[src/common/rvvi_pkg.sv]
package rvvi_pkg;

  ////////////////////////////////////////////////////////////////////////////
  // core side widths
  ////////////////////////////////////////////////////////////////////////////

  localparam int XLEN = 32;
  typedef logic [XLEN-1:0] xlen_t;

  localparam int TOTAL_CSRS = 8;   // watched csrs
  localparam int MAX_CSRS   = 3;   // csr slots per record
  localparam int CSR_IDX_W  = $clog2(TOTAL_CSRS);

  typedef logic [CSR_IDX_W-1:0] csr_idx_t;

  // one reported csr
  typedef struct packed {
    logic     valid;
    csr_idx_t idx;
    xlen_t    value;
  } csr_slot_t;

  // one retired instruction, msb first as sent on the wire
  typedef struct packed {
    xlen_t                      pc;
    logic [31:0]                instr;
    logic                       trap;
    logic [1:0]                 priv_mode;
    logic                       gpr_wen;
    logic [4:0]                 gpr_addr;
    xlen_t                      gpr_value;
    logic                       fpr_wen;
    logic [4:0]                 fpr_addr;
    xlen_t                      fpr_value;
    csr_slot_t [0:MAX_CSRS-1]   csrs;       // slot 0 sits highest
  } rvvi_record_t;

  ////////////////////////////////////////////////////////////////////////////
  // frame layout
  ////////////////////////////////////////////////////////////////////////////

  localparam int RECORD_BITS  = $bits(rvvi_record_t);
  localparam int RECORD_BYTES = (RECORD_BITS + 7) / 8;
  localparam int PAD_BITS     = RECORD_BYTES * 8 - RECORD_BITS;  // zeros below the record

  localparam logic [15:0] FRAME_TAG = 16'h5256;  // 'R' then 'V'
  localparam int FRAME_BYTES = RECORD_BYTES + 2;
  localparam int FRAME_BITS  = FRAME_BYTES * 8;
  localparam int BYTE_CNT_W  = $clog2(FRAME_BYTES);

  ////////////////////////////////////////////////////////////////////////////
  // queue and flow control
  ////////////////////////////////////////////////////////////////////////////

  localparam int FIFO_DEPTH   = 8;
  localparam int FIFO_PTR_W   = $clog2(FIFO_DEPTH);
  localparam int COUNT_W      = $clog2(FIFO_DEPTH + 1);
  localparam int STALL_MARGIN = 2;
  localparam int STALL_LEVEL  = FIFO_DEPTH - STALL_MARGIN;  // stall at this fill

  localparam int CREDIT_MAX = 4;
  localparam int CREDIT_W   = $clog2(CREDIT_MAX + 1);

  localparam int PACKET_GAP = 2;  // idle clocks between frames
  localparam int GAP_W      = $clog2(PACKET_GAP + 1);

endpackage

[src/trace/trace_capture.sv]
module trace_capture (
  input  logic                   clk,
  input  logic                   reset,
  input  logic                   instr_valid,
  input  rvvi_pkg::xlen_t        pc,
  input  logic [31:0]            instr,
  input  logic                   trap,
  input  logic [1:0]             priv_mode,
  input  logic                   gpr_wen,
  input  logic [4:0]             gpr_addr,
  input  rvvi_pkg::xlen_t        gpr_value,
  input  logic                   fpr_wen,
  input  logic [4:0]             fpr_addr,
  input  rvvi_pkg::xlen_t        fpr_value,
  input  rvvi_pkg::xlen_t        csr_values [rvvi_pkg::TOTAL_CSRS],
  output logic                   push,
  output rvvi_pkg::rvvi_record_t push_record
);

  // last reported value of each watched csr
  rvvi_pkg::xlen_t                        shadow [rvvi_pkg::TOTAL_CSRS];

  rvvi_pkg::csr_slot_t [0:rvvi_pkg::MAX_CSRS-1] slots;
  logic [rvvi_pkg::TOTAL_CSRS-1:0]        take;       // csrs reported this time
  rvvi_pkg::rvvi_record_t                 record_next;

  ////////////////////////////////////////////////////////////////////////////
  // changed csr selection
  ////////////////////////////////////////////////////////////////////////////

  // walk up from index 0, fill slots in order until they run out
  always_comb begin
    int n;
    n     = 0;
    slots = '0;
    take  = '0;
    for (int i = 0; i < rvvi_pkg::TOTAL_CSRS; i++) begin
      if ((csr_values[i] != shadow[i]) && (n < rvvi_pkg::MAX_CSRS)) begin
        slots[n].valid = 1'b1;
        slots[n].idx   = rvvi_pkg::csr_idx_t'(i);
        slots[n].value = csr_values[i];
        take[i]        = 1'b1;
        n              = n + 1;
      end
    end
  end

  always_comb begin
    record_next.pc        = pc;
    record_next.instr     = instr;
    record_next.trap      = trap;
    record_next.priv_mode = priv_mode;
    record_next.gpr_wen   = gpr_wen;
    record_next.gpr_addr  = gpr_addr;
    record_next.gpr_value = gpr_value;
    record_next.fpr_wen   = fpr_wen;
    record_next.fpr_addr  = fpr_addr;
    record_next.fpr_value = fpr_value;
    record_next.csrs      = slots;  // unused slots stay zero
  end

  ////////////////////////////////////////////////////////////////////////////
  // retire register
  ////////////////////////////////////////////////////////////////////////////

  always_ff @(posedge clk) begin
    if (reset) begin
      push <= 1'b0;
    end else begin
      push <= instr_valid;  // one cycle after retirement
    end
  end

  always_ff @(posedge clk) begin
    if (instr_valid) begin
      push_record <= record_next;
    end
  end

  // only the reported csrs move their shadow, the rest wait for the next retire
  always_ff @(posedge clk) begin
    if (reset) begin
      for (int i = 0; i < rvvi_pkg::TOTAL_CSRS; i++) begin
        shadow[i] <= '0;
      end
    end else if (instr_valid) begin
      for (int i = 0; i < rvvi_pkg::TOTAL_CSRS; i++) begin
        if (take[i]) begin
          shadow[i] <= csr_values[i];
        end
      end
    end
  end

endmodule

[src/trace/trace_fifo.sv]
module trace_fifo (
  input  logic                          clk,
  input  logic                          reset,
  input  logic                          push,
  input  rvvi_pkg::rvvi_record_t        push_record,
  input  logic                          pop,
  output rvvi_pkg::rvvi_record_t        head_record,
  output logic [rvvi_pkg::COUNT_W-1:0]  count
);

  rvvi_pkg::rvvi_record_t               mem [rvvi_pkg::FIFO_DEPTH];
  logic [rvvi_pkg::FIFO_PTR_W-1:0]      wr_ptr;
  logic [rvvi_pkg::FIFO_PTR_W-1:0]      rd_ptr;
  logic                                 wr_en;
  logic                                 rd_en;

  // guard against over and underflow even though the stall should prevent it
  assign wr_en = push && (count != rvvi_pkg::COUNT_W'(rvvi_pkg::FIFO_DEPTH));
  assign rd_en = pop && (count != '0);

  assign head_record = mem[rd_ptr];  // head is always visible

  always_ff @(posedge clk) begin
    if (wr_en) begin
      mem[wr_ptr] <= push_record;
    end
  end

  always_ff @(posedge clk) begin
    if (reset) begin
      wr_ptr <= '0;
      rd_ptr <= '0;
      count  <= '0;
    end else begin
      if (wr_en) begin
        wr_ptr <= wr_ptr + 1'b1;  // wraps at depth
      end
      if (rd_en) begin
        rd_ptr <= rd_ptr + 1'b1;
      end
      case ({wr_en, rd_en})
        2'b10:   count <= count + 1'b1;
        2'b01:   count <= count - 1'b1;
        default: count <= count;  // both or neither
      endcase
    end
  end

endmodule

[src/trace_ctrl.sv]
module trace_ctrl (
  input  logic                          clk,
  input  logic                          reset,
  input  logic [rvvi_pkg::COUNT_W-1:0]  count,
  input  logic                          credit_return,
  input  logic                          frame_done,
  output logic                          pop,
  output logic                          frame_start,
  output logic                          external_stall
);

  logic [rvvi_pkg::CREDIT_W-1:0]  credits;
  logic                           busy;      // a frame is on the wire
  logic [rvvi_pkg::GAP_W-1:0]     gap_cnt;   // idle clocks since last frame_done
  logic                           gap_ok;
  logic                           credit_full;

  ////////////////////////////////////////////////////////////////////////////
  // start decision
  ////////////////////////////////////////////////////////////////////////////

  assign gap_ok      = (gap_cnt == rvvi_pkg::GAP_W'(rvvi_pkg::PACKET_GAP));
  assign credit_full = (credits == rvvi_pkg::CREDIT_W'(rvvi_pkg::CREDIT_MAX));

  assign frame_start = (count != '0) && (credits != '0) && !busy && gap_ok;
  assign pop         = frame_start;  // head leaves as the serializer loads it

  // hold the core back before the queue can overflow
  assign external_stall = (count >= rvvi_pkg::COUNT_W'(rvvi_pkg::STALL_LEVEL));

  ////////////////////////////////////////////////////////////////////////////
  // credits
  ////////////////////////////////////////////////////////////////////////////

  always_ff @(posedge clk) begin
    if (reset) begin
      credits <= '0;
    end else begin
      case ({frame_start, credit_return})
        2'b01: begin
          if (!credit_full) begin
            credits <= credits + 1'b1;  // excess returns dropped
          end
        end
        2'b10:   credits <= credits - 1'b1;
        default: credits <= credits;  // start and return cancel
      endcase
    end
  end

  ////////////////////////////////////////////////////////////////////////////
  // frame tracking and inter frame gap
  ////////////////////////////////////////////////////////////////////////////

  always_ff @(posedge clk) begin
    if (reset) begin
      busy <= 1'b0;
    end else if (frame_start) begin
      busy <= 1'b1;
    end else if (frame_done) begin
      busy <= 1'b0;
    end
  end

  // starts satisfied so the first frame is not delayed
  always_ff @(posedge clk) begin
    if (reset) begin
      gap_cnt <= rvvi_pkg::GAP_W'(rvvi_pkg::PACKET_GAP);
    end else if (frame_done) begin
      gap_cnt <= '0;
    end else if (!busy && !gap_ok) begin
      gap_cnt <= gap_cnt + 1'b1;
    end
  end

endmodule

[src/frame_serializer.sv]
module frame_serializer (
  input  logic                    clk,
  input  logic                    reset,
  input  logic                    frame_start,
  input  rvvi_pkg::rvvi_record_t  head_record,
  output logic [7:0]              txd,
  output logic                    tx_en,
  output logic                    frame_done
);

  logic [rvvi_pkg::FRAME_BITS-1:0]  frame_init;
  logic [rvvi_pkg::FRAME_BITS-1:0]  shift_q;    // bytes still to send, msb first
  logic [rvvi_pkg::BYTE_CNT_W-1:0]  remaining;  // bytes left after the one on txd

  // tag on top, record below, zero padding in the low bits
  assign frame_init = rvvi_pkg::FRAME_BITS'({rvvi_pkg::FRAME_TAG, head_record})
                      << rvvi_pkg::PAD_BITS;

  ////////////////////////////////////////////////////////////////////////////
  // byte shifter
  ////////////////////////////////////////////////////////////////////////////

  always_ff @(posedge clk) begin
    if (frame_start) begin
      shift_q <= frame_init << 8;  // first byte goes straight to txd
    end else if (tx_en) begin
      shift_q <= shift_q << 8;
    end
  end

  always_ff @(posedge clk) begin
    if (reset) begin
      tx_en      <= 1'b0;
      txd        <= 8'h00;
      frame_done <= 1'b0;
      remaining  <= '0;
    end else if (frame_start) begin
      tx_en      <= 1'b1;
      txd        <= frame_init[rvvi_pkg::FRAME_BITS-1 -: 8];
      frame_done <= 1'b0;
      remaining  <= rvvi_pkg::BYTE_CNT_W'(rvvi_pkg::FRAME_BYTES - 1);
    end else if (tx_en) begin
      if (remaining != '0) begin
        txd        <= shift_q[rvvi_pkg::FRAME_BITS-1 -: 8];
        remaining  <= remaining - 1'b1;
        frame_done <= (remaining == rvvi_pkg::BYTE_CNT_W'(1));  // marks the last byte
      end else begin
        // frame finished, back to idle
        tx_en      <= 1'b0;
        txd        <= 8'h00;
        frame_done <= 1'b0;
      end
    end
  end

endmodule

[src/rvvi_trace_top.sv]
module rvvi_trace_top (
  input  logic                                clk,
  input  logic                                reset,
  // retirement port from the core
  input  logic                                instr_valid,
  input  rvvi_pkg::xlen_t                     pc,
  input  logic [31:0]                         instr,
  input  logic                                trap,
  input  logic [1:0]                          priv_mode,
  input  logic                                gpr_wen,
  input  logic [4:0]                          gpr_addr,
  input  rvvi_pkg::xlen_t                     gpr_value,
  input  logic                                fpr_wen,
  input  logic [4:0]                          fpr_addr,
  input  rvvi_pkg::xlen_t                     fpr_value,
  input  rvvi_pkg::xlen_t                     csr_values [rvvi_pkg::TOTAL_CSRS],
  // host side
  input  logic                                credit_return,
  output logic                                external_stall,
  output logic [7:0]                          txd,
  output logic                                tx_en
);

  logic                            push;
  rvvi_pkg::rvvi_record_t          push_record;
  rvvi_pkg::rvvi_record_t          head_record;
  logic [rvvi_pkg::COUNT_W-1:0]    count;
  logic                            pop;
  logic                            frame_start;
  logic                            frame_done;

  trace_capture u_capture (
    .clk, .reset,
    .instr_valid, .pc, .instr, .trap, .priv_mode,
    .gpr_wen, .gpr_addr, .gpr_value,
    .fpr_wen, .fpr_addr, .fpr_value,
    .csr_values,
    .push, .push_record
  );

  trace_fifo u_fifo (
    .clk, .reset,
    .push, .push_record,
    .pop,
    .head_record, .count
  );

  trace_ctrl u_ctrl (
    .clk, .reset,
    .count, .credit_return, .frame_done,
    .pop, .frame_start, .external_stall
  );

  frame_serializer u_serializer (
    .clk, .reset,
    .frame_start, .head_record,
    .txd, .tx_en, .frame_done
  );

endmodule

[config.mk]
export PLATFORM = sky130hd
export DESIGN_NAME = rvvi_trace_top
export DESIGN_NICKNAME = d
export VERILOG_FILES = /design/src/common/rvvi_pkg.sv /design/src/trace/trace_capture.sv /design/src/trace/trace_fifo.sv /design/src/trace_ctrl.sv /design/src/frame_serializer.sv /design/src/rvvi_trace_top.sv
export SDC_FILE = /design/constraint.sdc
export NUM_CORES = 2
export LEC_CHECK = 0
export ABC_AREA = 1
export BUFFER_PORTS_ARGS = -buffer_cell sky130_fd_sc_hd__buf_2
export CAP_MARGIN = 20
export CELL_PAD_IN_SITES_DETAIL_PLACEMENT = 0
export CELL_PAD_IN_SITES_GLOBAL_PLACEMENT = 1
export CORE_MARGIN = 1
export CORE_UTILIZATION = 55
export CTS_CLUSTER_DIAMETER = 150
export DETAILED_ROUTE_END_ITERATION = 8
export GPL_TIMING_DRIVEN = 0
export PLACE_DENSITY_LB_ADDON = 0.1
export RECOVER_POWER = 50
export SYNTH_ARGS = -nofsm -noshare
export SYNTH_HDL_FRONTEND = slang
export SYNTH_SLANG_ARGS = --single-unit
export TNS_END_PERCENT = 20
[constraint.sdc]
create_clock -name clk -period 31.5 [get_ports clk]
set_clock_uncertainty 0.05 [all_clocks]
set_input_delay 7.875 -clock clk [delete_from_list [all_inputs] [get_ports clk]]
set_output_delay 7.875 -clock clk [all_outputs]
set_load 0.005 [all_outputs]
==> impl_metrics.yaml <==
clocking:
  clockRootBuffer: "clkbuf_16"
  cts_max_level: 5
  cts_buffers: 304
  postCtsSetupBuffers: 0
  cts_hold_buf: 0
  cts_tree: "yes"
  cts.path.max_buffers: 4
  insertion_delay_ns: 0.94
  postCtsResizedCells: 0
  clk_pin_slew_worst_paths_ns: 0.06
  cts_num_sinks: 2810
timing:
  setup_viol: 0
  hold_viol: 0
  slew_viol_final: 824
  maxSlewHeadroom_pct: -81.07
  worst_pin_slew_ns: 2.706
  min_period_ns: 15.49
  period_share_pct: 49.19
  rsz0062_at_grt: "false"
  finalSetupTns_ns: 0
  timing.fmax_ghz: 0.06454
detailed_routing:
  drc: 1
  vias_per_cell: 6.203
  drt.antenna.violating_nets: 0
  vias: 84200
  firstDrtPassIters: 8
  drt-total-wl_um: 407500
  drt_iter0_drc: 13160
  wl_per_cell_um: 30.02
cells_and_area:
  fin_cells: 13580
  fin_area_um2: 133800
  nNetsFinal: 10940
  utilization_pct: 63.70
  area_growth_pct: 14.94
  drive_above_1_share_pct: 9.779
worst_setup_path:
  end_kind: "flop"
  cpMaxStageDelayCell: "clkbuf_1"
  cp.required_ns: 32.12
  timing.critical_path.mode_cell: "nand2_1"
  criticalPathCategory: "primary input to flop"
  crit_fanout: 12
  crit_arrival_ns: 16.11
  cp-start-kind: "primary input"
  critPathMaxStageDelay_ns: 0.62
die:
  initial_core_util_pct: 55.42
  die_y_um: 462.0
  die_w_um: 462.0
  die-area_um2: 213500
  core_um2: 210000
  rows: 168
  io-pin-count: 413
global_route:
  met3_usage_pct: 9.509
  grt_max_degree: 96
  top_usage_layer: "met2"
  met2_usage_pct: 55.75
  track_usage_pct: 37.77
  grt.met1_usage_pct: 52.47
  gr-total-overflow: 0
  grt_pass1_wl_um: 567400
  antenna_found_initial: 89
  grt_pass1_vias: 78550
outcome:
  violations: "design-rule violations, max-capacitance violations, max-slew violations"
  status: "finished with violations"
synthesis:
  ys_ff_latch: 2810
  synth_seq_area_share_pct: 72.12
  synth_top_area_cell: "edfxtp_1"
  synth.cell_area_um2: 116400
  synth_top_area_share_pct: 71.37
  synth_area_per_cell_um2: 12.06
  netlist_top_cells_area: "edfxtp_1 (71%), o21ai_0 (5.9%), nor2_1 (5.0%)"
  yosys_warnings: 0
  ys_types: 52
  synth_cells: 9649
placed_design:
  dp_hpwl_um: 291300
  placed_cells: 12990
  numPortBuffers: 412
  gp_congestion: 0.9703
  place_area_um2: 124700
power_and_ir_drop:
  power.leakage_nw: 47.83
  power_density_nw_per_um2: 84.82
  ir_drop_mv: 0.09095
worst_hold_path:
  hold_class: "flop to flop"
flow_run:
  drv_cap: 37
-- worst max-delay path: cells and delay by family --
kind	cells	cell delay, ns
AND/OR/NAND/NOR	22	4.22
buffers and inverters	12	2.31
adder cells (fa/ha/maj)	6	1.28
AO/OA/AOI/OAI	2	0.39
-- cell families (layout without fill, tap and decap cells) --
family,Yosys count,in the layout,share of synthesized area [%]
AO/OA/AOI/OAI,2223,2223,11.00
XOR/XNOR,196,196,1.475
buffers and inverters,1122,2189,3.750
AND/OR/NAND/NOR,3262,3262,11.25
flip-flops,2810,2810,72.12
other,1,55,0.003222
multiplexers,1,1,0.009675
adder cells (fa/ha/maj),34,34,0.3849
-- sequential cells by signal, summed over array words and instances, names as in the netlist, named ones only --
signal	count
u_serializer.remaining	6
u_ctrl.credits	3
u_capture.shadow	256
u_serializer.shift_q	259
u_fifo.mem	2008
u_fifo.wr_ptr	3
u_ctrl.busy	1
u_fifo.count	4
u_capture.push_record	251
u_serializer.txd	8
u_serializer.tx_en	1
u_serializer.frame_done	1
u_ctrl.gap_cnt	2
u_capture.push	1
u_fifo.rd_ptr	3
-- through the flow --
step,worst slack (ns),hold slack [ns],total power [mW]
2_1_floorplan,16.28,0.3724,6.328
4_1_cts,16.30,0.3969,11.26
5_1_grt,15.39,0.4258,11.64
6_report,16.01,0.3963,11.35
3_3_place_gp,7.661,0.3888,7.869
3_5_place_dp,15.34,0.4012,7.803
-- power by group --
group          internal [mW]  switching (mW)
Combinational          0.682            2.29
Sequential              4.63           0.231
Clock                   2.06            1.45
Total                   7.37            3.97
-- path summary, 6_finish.rpt --
check / from / end / slack [ns] / cells after the start
worst max-delay path: csr_values[232] / u_capture.push_record[19] / 16.01 / 42
worst min-delay path: u_serializer.shift_q[271] / u_serializer.txd[7] / 0.40 / 2
worst min register to register: u_serializer.shift_q[271] / u_serializer.txd[7] / 0.40 / 2
worst max register to register: u_capture.shadow[0][28] / u_capture.push_record[19] / 22.66 / 42
-- per-layer routing --
metal  vias to the layer above  part of all wire [%]  routed length [um]
met1                     41530                    38              156100
met3                       881                    12               50550
met2                      5355                    44              178600
met4                        52                   5.4               21900
met5                         -                 0.091                 370
li1                      36390                     -                   -
-- final cells by class --
| class | instances | area (um2) |
|---|---|---|
| Timing Repair Buffer | 542 | 4076 |
| Buffer | 615 | 2465 |
| Inverter | 507 | 1906 |
| Antenna cell | 53 | 132.6 |
| Multi-Input combinational cell | 5718 | 28170 |
| Tap cell | 2805 | 3510 |
| Clock buffer | 372 | 8105 |
| Clock inverter | 153 | 1463 |
| Fill cell | 16200 | 76220 |
| Sequential cell | 2810 | 83940 |
-- synth_stat cells, drive strengths merged --
cell and n:
fa 3, nand3b 33, nor4 4, nand4 23
mux2 1, nor2b 1, o2111ai 3, and3 1
o21ai 1383, nor3 46, a31oi 12, buf 94
clkbuf 521, a21boi 1, xnor2 115, o211ai 137
nand2 1237, inv 505, conb 1, a22oi 1
or2 20, edfxtp 2766, a21oi 158, nand3 349
o22ai 256, clkinv 2, nor3b 1, o31ai 1
a211oi 1, nor2 1545, a21o 1, o21bai 31
ha 31, o221ai 238, dfxtp 44, and2 2
xor2 81
-- cell usage in the layout (no fill, tap or decap), types with 33 or more instances in the layout --
| cell type | instances |
|---|---|
| o22ai_1 | 256 |
| clkbuf_1 | 606 |
| o211ai_1 | 137 |
| xnor2_1 | 115 |
| nor3_1 | 46 |
| nand3b_1 | 33 |
| clkinv_2 | 43 |
| clkinv_1 | 67 |
| clkbuf_16 | 314 |
| xor2_1 | 81 |
| dfxtp_1 | 44 |
| nor2_1 | 1539 |
| buf_2 | 458 |
| inv_1 | 487 |
| nand2_1 | 1223 |
| diode_2 | 53 |
| nand3_1 | 345 |
| o21ai_0 | 1356 |
| edfxtp_1 | 2766 |
| o221ai_1 | 238 |
| a21oi_1 | 157 |
| buf_12 | 57 |
No activity file was read; power rests on OpenSTA's default activity.
